===== src/verilog/fe_consts.svh =====
`ifndef FE_CONSTS_SVH
`define FE_CONSTS_SVH

// ~~~~~~~~~~~~~~~~~~~~~~~~~~~~~~~~~~~~~~~~~~~~~~~~~~~~~~~~~~~~
// Fetch front end constants
// ~~~~~~~~~~~~~~~~~~~~~~~~~~~~~~~~~~~~~~~~~~~~~~~~~~~~~~~~~~~~

// First fetch address after reset
`define FE_RESET_PC 32'h1c000000

// Number of entries in the fully associative instruction TLB
`define FE_TLB_ENTRY_NUM 4

// BTB index bits taken from pc[5:2], so the table holds 16 entries
`define FE_BTB_IDX_W 4

// Exception codes reported in excp_pass_t
`define FE_ECODE_ALE  6'h09 // Misaligned fetch address
`define FE_ECODE_TLBR 6'h3f // No TLB entry matches
`define FE_ECODE_PIF  6'h03 // Matching page is not valid for fetch
`define FE_ECODE_PPI  6'h07 // Current privilege level is too low for the page

// Value carried in the ecode field when nothing is raised
`define FE_ECODE_NONE 6'h00

`endif


===== src/verilog/fe_pkg.sv =====
`default_nettype none

package fe_pkg;

    // ~~~~~~~~~~~~~~~~~~~~~~~~~~~~~~~~~~~~~~~~~~~~~~~~~~~~~~~~~~~~
    // Plain vector types
    // ~~~~~~~~~~~~~~~~~~~~~~~~~~~~~~~~~~~~~~~~~~~~~~~~~~~~~~~~~~~~
    typedef logic [31:0] u32_t;
    typedef logic [31:0] virt_t;  // Virtual address as seen by the PC
    typedef logic [31:0] phy_t;   // Physical address sent to the cache
    typedef logic [9:0]  asid_t;
    typedef logic [5:0]  ecode_t;
    typedef logic [1:0]  plv_t;   // Zero is the most privileged level

    // ~~~~~~~~~~~~~~~~~~~~~~~~~~~~~~~~~~~~~~~~~~~~~~~~~~~~~~~~~~~~
    // Encodings
    // ~~~~~~~~~~~~~~~~~~~~~~~~~~~~~~~~~~~~~~~~~~~~~~~~~~~~~~~~~~~~
    typedef enum logic [1:0] {
        MAT_SUC = 2'd0, // Strongly ordered and uncached
        MAT_CC  = 2'd1  // Coherent cached
    } mat_t;

    typedef enum logic [2:0] {
        IC_NOP = 3'd0,
        IC_RW  = 3'd1
    } ic_op_t;

    // ~~~~~~~~~~~~~~~~~~~~~~~~~~~~~~~~~~~~~~~~~~~~~~~~~~~~~~~~~~~~
    // Grouped signals
    // ~~~~~~~~~~~~~~~~~~~~~~~~~~~~~~~~~~~~~~~~~~~~~~~~~~~~~~~~~~~~

    // One instruction TLB entry mapping a single 4 KiB page
    typedef struct packed {
        logic        e;     // Entry exists
        asid_t       asid;
        logic        g;     // Global entries ignore the ASID
        logic [19:0] vppn;  // Compared against va[31:12]
        logic [19:0] ppn;
        logic        v;     // Page valid for access
        plv_t        plv;   // Lowest privilege allowed to fetch
        mat_t        mat;
    } itlb_entry_t;

    typedef struct packed {
        logic  da;    // Direct address translation
        plv_t  plv;
        asid_t asid;
        mat_t  datm;  // Memory type while in direct mode
    } fe_csr_t;

    // Redirect from execute, which also carries the resolved branch
    typedef struct packed {
        logic valid;
        u32_t pc;
        logic br_valid;
        u32_t br_pc;
        logic br_taken;
    } redirect_t;

    typedef struct packed {
        logic valid;
        u32_t npc;
    } btb_predict_t;

    typedef struct packed {
        logic is_flush;
        u32_t pc;
        u32_t btb_pre; // Address chosen to follow pc
    } fetch_pass_t;

    typedef struct packed {
        logic   valid;
        ecode_t ecode;
        virt_t  badv;
    } excp_pass_t;

endpackage

`default_nettype wire


===== src/verilog/tlb_lookup.sv =====
`default_nettype none

`include "fe_consts.svh"

module tlb_lookup (
    input  fe_pkg::itlb_entry_t entries [`FE_TLB_ENTRY_NUM],
    input  fe_pkg::asid_t       asid,
    input  fe_pkg::plv_t        plv,
    input  fe_pkg::virt_t       va,
    output fe_pkg::phy_t        pa,
    output fe_pkg::mat_t        mat,
    output fe_pkg::ecode_t      ecode,
    output logic                is_exc
);
    import fe_pkg::*;

    logic [`FE_TLB_ENTRY_NUM-1:0] hit_vec;
    itlb_entry_t                  hit_entry;
    logic                         found;

    // ~~~~~~~~~~~~~~~~~~~~~~~~~~~~~~~~~~~~~~~~~~~~~~~~~~~~~~~~~~~~
    // Associative match
    // ~~~~~~~~~~~~~~~~~~~~~~~~~~~~~~~~~~~~~~~~~~~~~~~~~~~~~~~~~~~~
    always_comb begin
        for (int i = 0; i < `FE_TLB_ENTRY_NUM; i++) begin
            hit_vec[i] = entries[i].e
                      && (entries[i].vppn == va[31:12])
                      && (entries[i].g || (entries[i].asid == asid));
        end
    end

    assign found = |hit_vec;

    // Software keeps entries unique, so the lowest index simply wins any overlap
    always_comb begin
        hit_entry = '0;
        for (int i = `FE_TLB_ENTRY_NUM - 1; i >= 0; i--) begin
            if (hit_vec[i]) begin
                hit_entry = entries[i];
            end
        end
    end

    // ~~~~~~~~~~~~~~~~~~~~~~~~~~~~~~~~~~~~~~~~~~~~~~~~~~~~~~~~~~~~
    // Translation result and checks
    // ~~~~~~~~~~~~~~~~~~~~~~~~~~~~~~~~~~~~~~~~~~~~~~~~~~~~~~~~~~~~
    assign pa  = {hit_entry.ppn, va[11:0]}; // Page offset passes straight through
    assign mat = hit_entry.mat;

    always_comb begin
        is_exc = 1'b1;
        ecode  = `FE_ECODE_NONE;
        if (!found) begin
            ecode = `FE_ECODE_TLBR;
        end else if (!hit_entry.v) begin
            ecode = `FE_ECODE_PIF;
        end else if (plv > hit_entry.plv) begin
            ecode = `FE_ECODE_PPI;  // Larger plv means less privilege
        end else begin
            is_exc = 1'b0;
        end
    end

endmodule

`default_nettype wire


===== src/verilog/branch_target_buffer.sv =====
`default_nettype none

`include "fe_consts.svh"

module branch_target_buffer (
    input  logic                 clk,
    input  logic                 rst_n,
    input  fe_pkg::u32_t         btb_pc,
    input  logic                 btb_is_stall,
    input  fe_pkg::redirect_t    redirect,
    output fe_pkg::btb_predict_t btb_predict
);
    import fe_pkg::*;

    localparam int IDX_W = `FE_BTB_IDX_W;
    localparam int DEPTH = 1 << IDX_W;
    localparam int TAG_W = 32 - IDX_W - 2;

    typedef logic [IDX_W-1:0] btb_idx_t;
    typedef logic [TAG_W-1:0] btb_tag_t;

    logic [DEPTH-1:0] entry_valid;
    btb_tag_t         entry_tag [DEPTH];
    u32_t             entry_target [DEPTH];

    btb_idx_t rd_idx;
    btb_tag_t rd_tag;
    logic     rd_hit;
    btb_idx_t wr_idx;
    btb_tag_t wr_tag;
    logic     wr_tag_match;

    logic     pred_valid;
    u32_t     pred_npc;

    assign rd_idx = btb_pc[IDX_W+1:2];
    assign rd_tag = btb_pc[31:IDX_W+2];
    assign rd_hit = entry_valid[rd_idx] && (entry_tag[rd_idx] == rd_tag);

    assign wr_idx       = redirect.br_pc[IDX_W+1:2];
    assign wr_tag       = redirect.br_pc[31:IDX_W+2];
    assign wr_tag_match = (entry_tag[wr_idx] == wr_tag);

    // ~~~~~~~~~~~~~~~~~~~~~~~~~~~~~~~~~~~~~~~~~~~~~~~~~~~~~~~~~~~~
    // Training from resolved branches
    // ~~~~~~~~~~~~~~~~~~~~~~~~~~~~~~~~~~~~~~~~~~~~~~~~~~~~~~~~~~~~
    always_ff @(posedge clk, negedge rst_n) begin
        if (!rst_n) begin
            entry_valid <= '0;
        end else if (redirect.br_valid) begin
            if (redirect.br_taken) begin
                entry_valid[wr_idx] <= 1'b1;
            end else if (wr_tag_match) begin
                entry_valid[wr_idx] <= 1'b0; // Only drop the entry that belongs to this branch
            end
        end
    end

    always_ff @(posedge clk) begin
        if (redirect.br_valid && redirect.br_taken) begin
            entry_tag[wr_idx]    <= wr_tag;
            entry_target[wr_idx] <= redirect.pc; // Redirect target is the resolved destination
        end
    end

    // ~~~~~~~~~~~~~~~~~~~~~~~~~~~~~~~~~~~~~~~~~~~~~~~~~~~~~~~~~~~~
    // Registered lookup
    // ~~~~~~~~~~~~~~~~~~~~~~~~~~~~~~~~~~~~~~~~~~~~~~~~~~~~~~~~~~~~
    // The lookup samples the tables before this edge's write lands
    always_ff @(posedge clk, negedge rst_n) begin
        if (!rst_n) begin
            pred_valid <= 1'b0;
        end else if (!btb_is_stall) begin
            pred_valid <= rd_hit;
        end
    end

    always_ff @(posedge clk) begin
        if (!btb_is_stall) begin
            pred_npc <= entry_target[rd_idx];
        end
    end

    assign btb_predict = '{valid: pred_valid, npc: pred_npc};

endmodule

`default_nettype wire


===== src/verilog/fetch_pc_stage.sv =====
`default_nettype none

`include "fe_consts.svh"

module fetch_pc_stage (
    input  logic                 clk,
    input  logic                 rst_n,
    input  fe_pkg::redirect_t    redirect,
    input  fe_pkg::btb_predict_t btb_predict,
    output fe_pkg::u32_t         btb_pc,
    output logic                 btb_is_stall,
    input  fe_pkg::fe_csr_t      csr,
    input  fe_pkg::itlb_entry_t  itlb_entries [`FE_TLB_ENTRY_NUM],
    input  logic                 is_stall,
    input  logic                 is_flush,
    output logic [11:0]          icache_idx,
    output fe_pkg::ic_op_t       icache_op,
    output fe_pkg::phy_t         icache_pa,
    output logic                 icache_is_cached,
    output fe_pkg::fetch_pass_t  pass_out,
    output fe_pkg::excp_pass_t   excp_pass_out
);
    import fe_pkg::*;

    u32_t   pc;
    u32_t   npc;

    phy_t   tlb_pa;
    mat_t   tlb_mat;
    ecode_t tlb_ecode;
    logic   tlb_is_exc;

    logic   is_tlb;
    mat_t   fetch_mat;

    // ~~~~~~~~~~~~~~~~~~~~~~~~~~~~~~~~~~~~~~~~~~~~~~~~~~~~~~~~~~~~
    // Next PC and PC register
    // ~~~~~~~~~~~~~~~~~~~~~~~~~~~~~~~~~~~~~~~~~~~~~~~~~~~~~~~~~~~~
    // A prediction here was looked up for the current pc in the previous cycle
    always_comb begin
        if (redirect.valid) begin
            npc = redirect.pc;
        end else if (btb_predict.valid) begin
            npc = btb_predict.npc;
        end else begin
            npc = pc + 32'd4;
        end
    end

    always_ff @(posedge clk, negedge rst_n) begin
        if (!rst_n) begin
            pc <= `FE_RESET_PC;
        end else if (!is_stall) begin
            pc <= npc;
        end
    end

    // The BTB reads npc so its result lines up with the pc register
    assign btb_pc       = npc;
    assign btb_is_stall = is_stall;

    // ~~~~~~~~~~~~~~~~~~~~~~~~~~~~~~~~~~~~~~~~~~~~~~~~~~~~~~~~~~~~
    // Address translation
    // ~~~~~~~~~~~~~~~~~~~~~~~~~~~~~~~~~~~~~~~~~~~~~~~~~~~~~~~~~~~~
    tlb_lookup u_tlb_lookup (
        .entries (itlb_entries),
        .asid    (csr.asid),
        .plv     (csr.plv),
        .va      (pc),
        .pa      (tlb_pa),
        .mat     (tlb_mat),
        .ecode   (tlb_ecode),
        .is_exc  (tlb_is_exc)
    );

    assign is_tlb    = !csr.da;
    assign fetch_mat = is_tlb ? tlb_mat : csr.datm;

    assign icache_idx       = pc[11:0]; // Index bits are the same in both address spaces
    assign icache_pa        = is_tlb ? tlb_pa : pc;
    assign icache_is_cached = (fetch_mat == MAT_CC);
    assign icache_op        = is_flush ? IC_NOP : IC_RW;

    // ~~~~~~~~~~~~~~~~~~~~~~~~~~~~~~~~~~~~~~~~~~~~~~~~~~~~~~~~~~~~
    // Exceptions and pass to the next stage
    // ~~~~~~~~~~~~~~~~~~~~~~~~~~~~~~~~~~~~~~~~~~~~~~~~~~~~~~~~~~~~
    always_comb begin
        excp_pass_out.valid = 1'b0;
        excp_pass_out.ecode = tlb_ecode;
        excp_pass_out.badv  = pc;
        if (pc[1:0] != 2'b00) begin
            excp_pass_out.valid = 1'b1;
            excp_pass_out.ecode = `FE_ECODE_ALE; // Alignment outranks any TLB fault
        end else if (is_tlb && tlb_is_exc) begin
            excp_pass_out.valid = 1'b1;
        end
    end

    assign pass_out = '{is_flush: is_flush, pc: pc, btb_pre: npc};

endmodule

`default_nettype wire


===== src/verilog/fetch_front_end.sv =====
`default_nettype none

`include "fe_consts.svh"

module fetch_front_end (
    input  logic                clk,
    input  logic                rst_n,

    // Control and state from the rest of the core
    input  fe_pkg::redirect_t   redirect,
    input  fe_pkg::fe_csr_t     csr,
    input  fe_pkg::itlb_entry_t itlb_entries [`FE_TLB_ENTRY_NUM],
    input  logic                is_stall,
    input  logic                is_flush,

    // Instruction cache request
    output logic [11:0]         icache_idx,
    output fe_pkg::ic_op_t      icache_op,
    output fe_pkg::phy_t        icache_pa,
    output logic                icache_is_cached,

    // Toward the next stage
    output fe_pkg::fetch_pass_t pass_out,
    output fe_pkg::excp_pass_t  excp_pass_out
);
    import fe_pkg::*;

    u32_t         btb_pc;
    logic         btb_is_stall;
    btb_predict_t btb_predict;

    fetch_pc_stage u_fetch_pc_stage (
        .clk              (clk),
        .rst_n            (rst_n),
        .redirect         (redirect),
        .btb_predict      (btb_predict),
        .btb_pc           (btb_pc),
        .btb_is_stall     (btb_is_stall),
        .csr              (csr),
        .itlb_entries     (itlb_entries),
        .is_stall         (is_stall),
        .is_flush         (is_flush),
        .icache_idx       (icache_idx),
        .icache_op        (icache_op),
        .icache_pa        (icache_pa),
        .icache_is_cached (icache_is_cached),
        .pass_out         (pass_out),
        .excp_pass_out    (excp_pass_out)
    );

    // Trained by the same redirect that steers the PC
    branch_target_buffer u_branch_target_buffer (
        .clk          (clk),
        .rst_n        (rst_n),
        .btb_pc       (btb_pc),
        .btb_is_stall (btb_is_stall),
        .redirect     (redirect),
        .btb_predict  (btb_predict)
    );

endmodule

`default_nettype wire


===== config.mk =====
export PLATFORM = sky130hd
export DESIGN_NAME = fetch_front_end
export DESIGN_NICKNAME = d
export VERILOG_FILES = /design/src/verilog/fe_pkg.sv /design/src/verilog/tlb_lookup.sv /design/src/verilog/branch_target_buffer.sv /design/src/verilog/fetch_pc_stage.sv /design/src/verilog/fetch_front_end.sv
export VERILOG_INCLUDE_DIRS = /design/src /design/src/verilog
export SDC_FILE = /design/constraint.sdc
export NUM_CORES = 2
export LEC_CHECK = 0
export ABC_AREA = 0
export BUFFER_PORTS_ARGS = -buffer_cell sky130_fd_sc_hd__buf_2
export CAP_MARGIN = 10
export CELL_PAD_IN_SITES_DETAIL_PLACEMENT = 1
export CELL_PAD_IN_SITES_GLOBAL_PLACEMENT = 1
export CORE_MARGIN = 1.5
export CORE_UTILIZATION = 40
export CTS_BUF_LIST = sky130_fd_sc_hd__clkbuf_8
export DETAILED_ROUTE_END_ITERATION = 12
export PLACE_DENSITY_LB_ADDON = 0.08
export SYNTH_ARGS = -nofsm -noshare
export SYNTH_HDL_FRONTEND = slang
export SYNTH_SLANG_ARGS = --single-unit

===== constraint.sdc =====
create_clock -name clk -period 3.54 [get_ports clk]
set_input_delay 0.531 -clock clk [delete_from_list [all_inputs] [get_ports clk]]
set_output_delay 0.531 -clock clk [all_outputs]
set_load 0.02 [all_outputs]

==> flow_metrics.env <==
export IMPL_required_ps=3010
export IMPL_wire_per_inst_um=34.2
export IMPL_root_buffer="clkbuf_8"
export IMPL_comb_power_share_pct=23.3
export IMPL_gp_congestion=0.910
export IMPL_postRouteWirelength_um=202000
export IMPL_via_count=35505
export IMPL_track_usage_pct=32.8
export IMPL_synth_seq_cells=1009
export IMPL_drive_above_1_share_pct=39.7
export IMPL_cp_num_buf_inv=2
export IMPL_grt_max_degree=74
export IMPL_setup_slack_ps=-1170
export IMPL_slew_viol_final=0
export IMPL_wl_met2_um=99800
export IMPL_outcome="finished with violations"
export IMPL_power_frac_seq_pct=44.6
export IMPL_r2r_slack_ps=-630
export IMPL_filler_cell_count=11663
export IMPL_fin_cells=5913
export IMPL_peakVddDrop_mv=0.422
export IMPL_relSlewSlack_pct=40.2
export IMPL_p_leak_nw=22.5
export IMPL_hold_path_class="input port to flip-flop"
export IMPL_hpwl_um=135000
export IMPL_grt_pass1_wl_um=280000
export IMPL_first_iter_violations=3737
export IMPL_numCtsBuffers=165
export IMPL_tightestPinTransition_ps=897
export IMPL_ios=466
export IMPL_insertion_delay_ps=870
export IMPL_nets=4488
export IMPL_synth_cell_types=81
export IMPL_rsz0062_at_grt="true"
export IMPL_drc=0
export IMPL_setup_viol=50
export IMPL_portBuffers=461
export IMPL_synthTopCellsByCount="edfxtp_1 (960), nand2_1 (410), mux4_2 (262)"
export IMPL_p_sw_share_pct=30.2
export IMPL_p_clk_share_pct=32.1
export IMPL_skew_ps=41.6
export IMPL_cts_tree="built"
export IMPL_max_cap_violations=0
export IMPL_fin_hold_ws_ps=76.4
export IMPL_p_switching_mw=9.25
export IMPL_synth_edf_count=960
export IMPL_period_share_pct=133
export IMPL_p_per_area_nw_per_um2=498
export IMPL_arrival_ps=4180
export IMPL_highest_layer="met5"
export IMPL_vias_per_cell=6.00
export IMPL_die_area_um2=122000
export IMPL_p_int_mw=21.3
export IMPL_max_freq_mhz=212
export IMPL_yosysMostFrequentCell="edfxtp_1"
export IMPL_die_w_um=349
export IMPL_ant_nets=0
export IMPL_finalPower_mw=30.6
export IMPL_gr_total_overflow=0
export IMPL_initial_core_util_pct=40.4
export IMPL_final_util_pct=51.9
export IMPL_critPathLaunchType="flip-flop"
export IMPL_area_delta_synth_final_pct=28.4
export IMPL_wl_met1_um=78400
export IMPL_clk_pin_slew_ps=70
export IMPL_cts_buffer_depth=3
export IMPL_dr_pass1_iters=5
export IMPL_max_stage_delay_ps=470
export IMPL_fin_crit_ps=4710
export IMPL_synth_cells=3261
export IMPL_endpoint_kind="primary output"
export IMPL_finalHoldViolations=0
export IMPL_wl_met3_um=14200
export IMPL_synth_ff_type="edfxtp_1"
export IMPL_clkSinkCount=1009
export IMPL_synth_area_leaders="edfxtp_1 (60%), mux4_2 (12%), nand2_1 (3.2%), dfrtp_1 (2.4%), xnor2_1 (2.1%)"
export IMPL_core_um2=118000
export IMPL_fp_dieH_um=349
export IMPL_final_setup_tns_ps=-42090
export IMPL_htreeDepth=4
export IMPL_crit_fanout=4
export IMPL_async_flop_share_pct=4.86
export IMPL_path_delay_family="simple AND/OR/NAND/NOR gates"
export IMPL_synth_area_um2=47900
export IMPL_violations="setup timing"
export IMPL_syn_mean_instance_area_um2=14.7
export IMPL_synth_area_leader_cell="edfxtp_1"
export IMPL_yosys_warnings=0
export IMPL_ys_seq_area_share_pct=62.8
export IMPL_antenna_found_initial=25
export IMPL_crit_slowest_cell="dfrtp_2"
export IMPL_grt_pass1_vias=36953
export IMPL_worstSetupPathType="flip-flop to primary output"
export IMPL_crit_chain="xor2_2 -> nor4_2 -> nand4_1 -> nor4_2 -> buf_4 -> o21ai_4 -> nand3_2 -> o21ai_2 -> mux2_4 -> mux2_4 -> ha_4 -> and2_4 -> o211a_4 -> o21ai_1 -> buf_4"
export IMPL_synth_top_area_share_pct=60.2
export IMPL_dp_cells=5483
export IMPL_rows=126
-- final cells by class --
cell class,instances,area (um2),share of cell area [%]
Sequential cell,1009,30100,48.9
Clock buffer,172,2370,3.85
Tap cell,1600,2000,3.26
Inverter,52,224,0.364
Timing Repair Buffer,1040,8880,14.5
Clock inverter,124,739,1.20
Antenna cell,13,32.5,0.0529
Multi-Input combinational cell,1903,17100,27.9
-- final timing paths --
kind,from,end,depth (start not counted)
hold reg to reg,flip-flop,flip-flop,2
setup reg to reg,u_fetch_pc_stage.pc[12],u_branch_target_buffer.pred_valid,24
hold / removal,redirect[40],u_branch_target_buffer.entry_target[7][6],1
max in group asynchronous,rst_n,u_fetch_pc_stage.pc[25],3
min in group asynchronous,rst_n,asynchronous set/reset pin,2
setup / recovery,u_fetch_pc_stage.pc[13],excp_pass_out[38],15
-- timing repair --
action,CTS,global route
pin swaps,50,57
resized for setup,294,118
hold buffers,20,0
buffers inserted,52,49
endpoints found under the hold margin,216,0
setup endpoints to repair,55,50
gates cloned,9,1
-- power groups by stage --
| stage | sequential, mW | combinational, mW | clock [mW] |
|---|---|---|---|
| after detailed placement | 13.9 | 6.44 | 0 |
| after floorplan | 13.9 | 3.29 | 0 |
| final | 13.6 | 7.13 | 9.81 |
| after global routing | 13.7 | 7.47 | 10.5 |
| after global placement | 13.9 | 6.36 | 0 |
| after CTS | 13.6 | 6.87 | 10.0 |
-- per-stage QoR --
step / worst slack, ps / instance area [um2]
after floorplan: -977 / 47900
after global placement: -753 / 55500
after detailed placement: -716 / 55500
after CTS: -1270 / 60500
after global routing: -1290 / 61500
final: -1170 / 61500
-- cells in the final DEF, fill, tap and decap left out, drive strengths merged, types with 15 or more instances in the layout --
cell type / n
a21oi: 138
dlygate4sd3: 20
nor3: 40
o21a: 22
nor2: 99
buf: 1015
clkbuf: 173
nor4: 26
o22ai: 43
inv: 113
nand2: 411
edfxtp: 960
o21ai: 74
nand3: 65
xor2: 72
mux2i: 60
and3: 95
a211oi: 36
a32oi: 15
mux4: 262
a221oi: 29
a221o: 38
a22oi: 41
nand4: 38
xnor2: 117
clkinv: 56
a31oi: 38
dfrtp: 46
mux2: 38
-- registers in the layout, summed over array words and instances, names as in the netlist, named ones only --
name,cells
u_fetch_pc_stage.pc,32
u_branch_target_buffer.pred_npc,32
u_branch_target_buffer.pred_valid,1
u_branch_target_buffer.entry_tag,416
u_branch_target_buffer.entry_target,512
-- kinds of logic after synthesis --
kind of cell    synth area share, %
compound gates                 7.70
xor+xnor                       3.50
fa+ha+maj                    0.0784
buf+inv                        3.63
flops                          62.8
mux                            14.5
other cells                 0.00783
simple gates                   7.83
-- routing by layer --
metal	up-vias	global-route usage (%)
met5	-	0
met4	14	15.2
met3	374	5.24
met2	1800	55.4
met1	18676	41.4
li1	14641	-
Note: power is estimated with default switching activity, not from simulation.
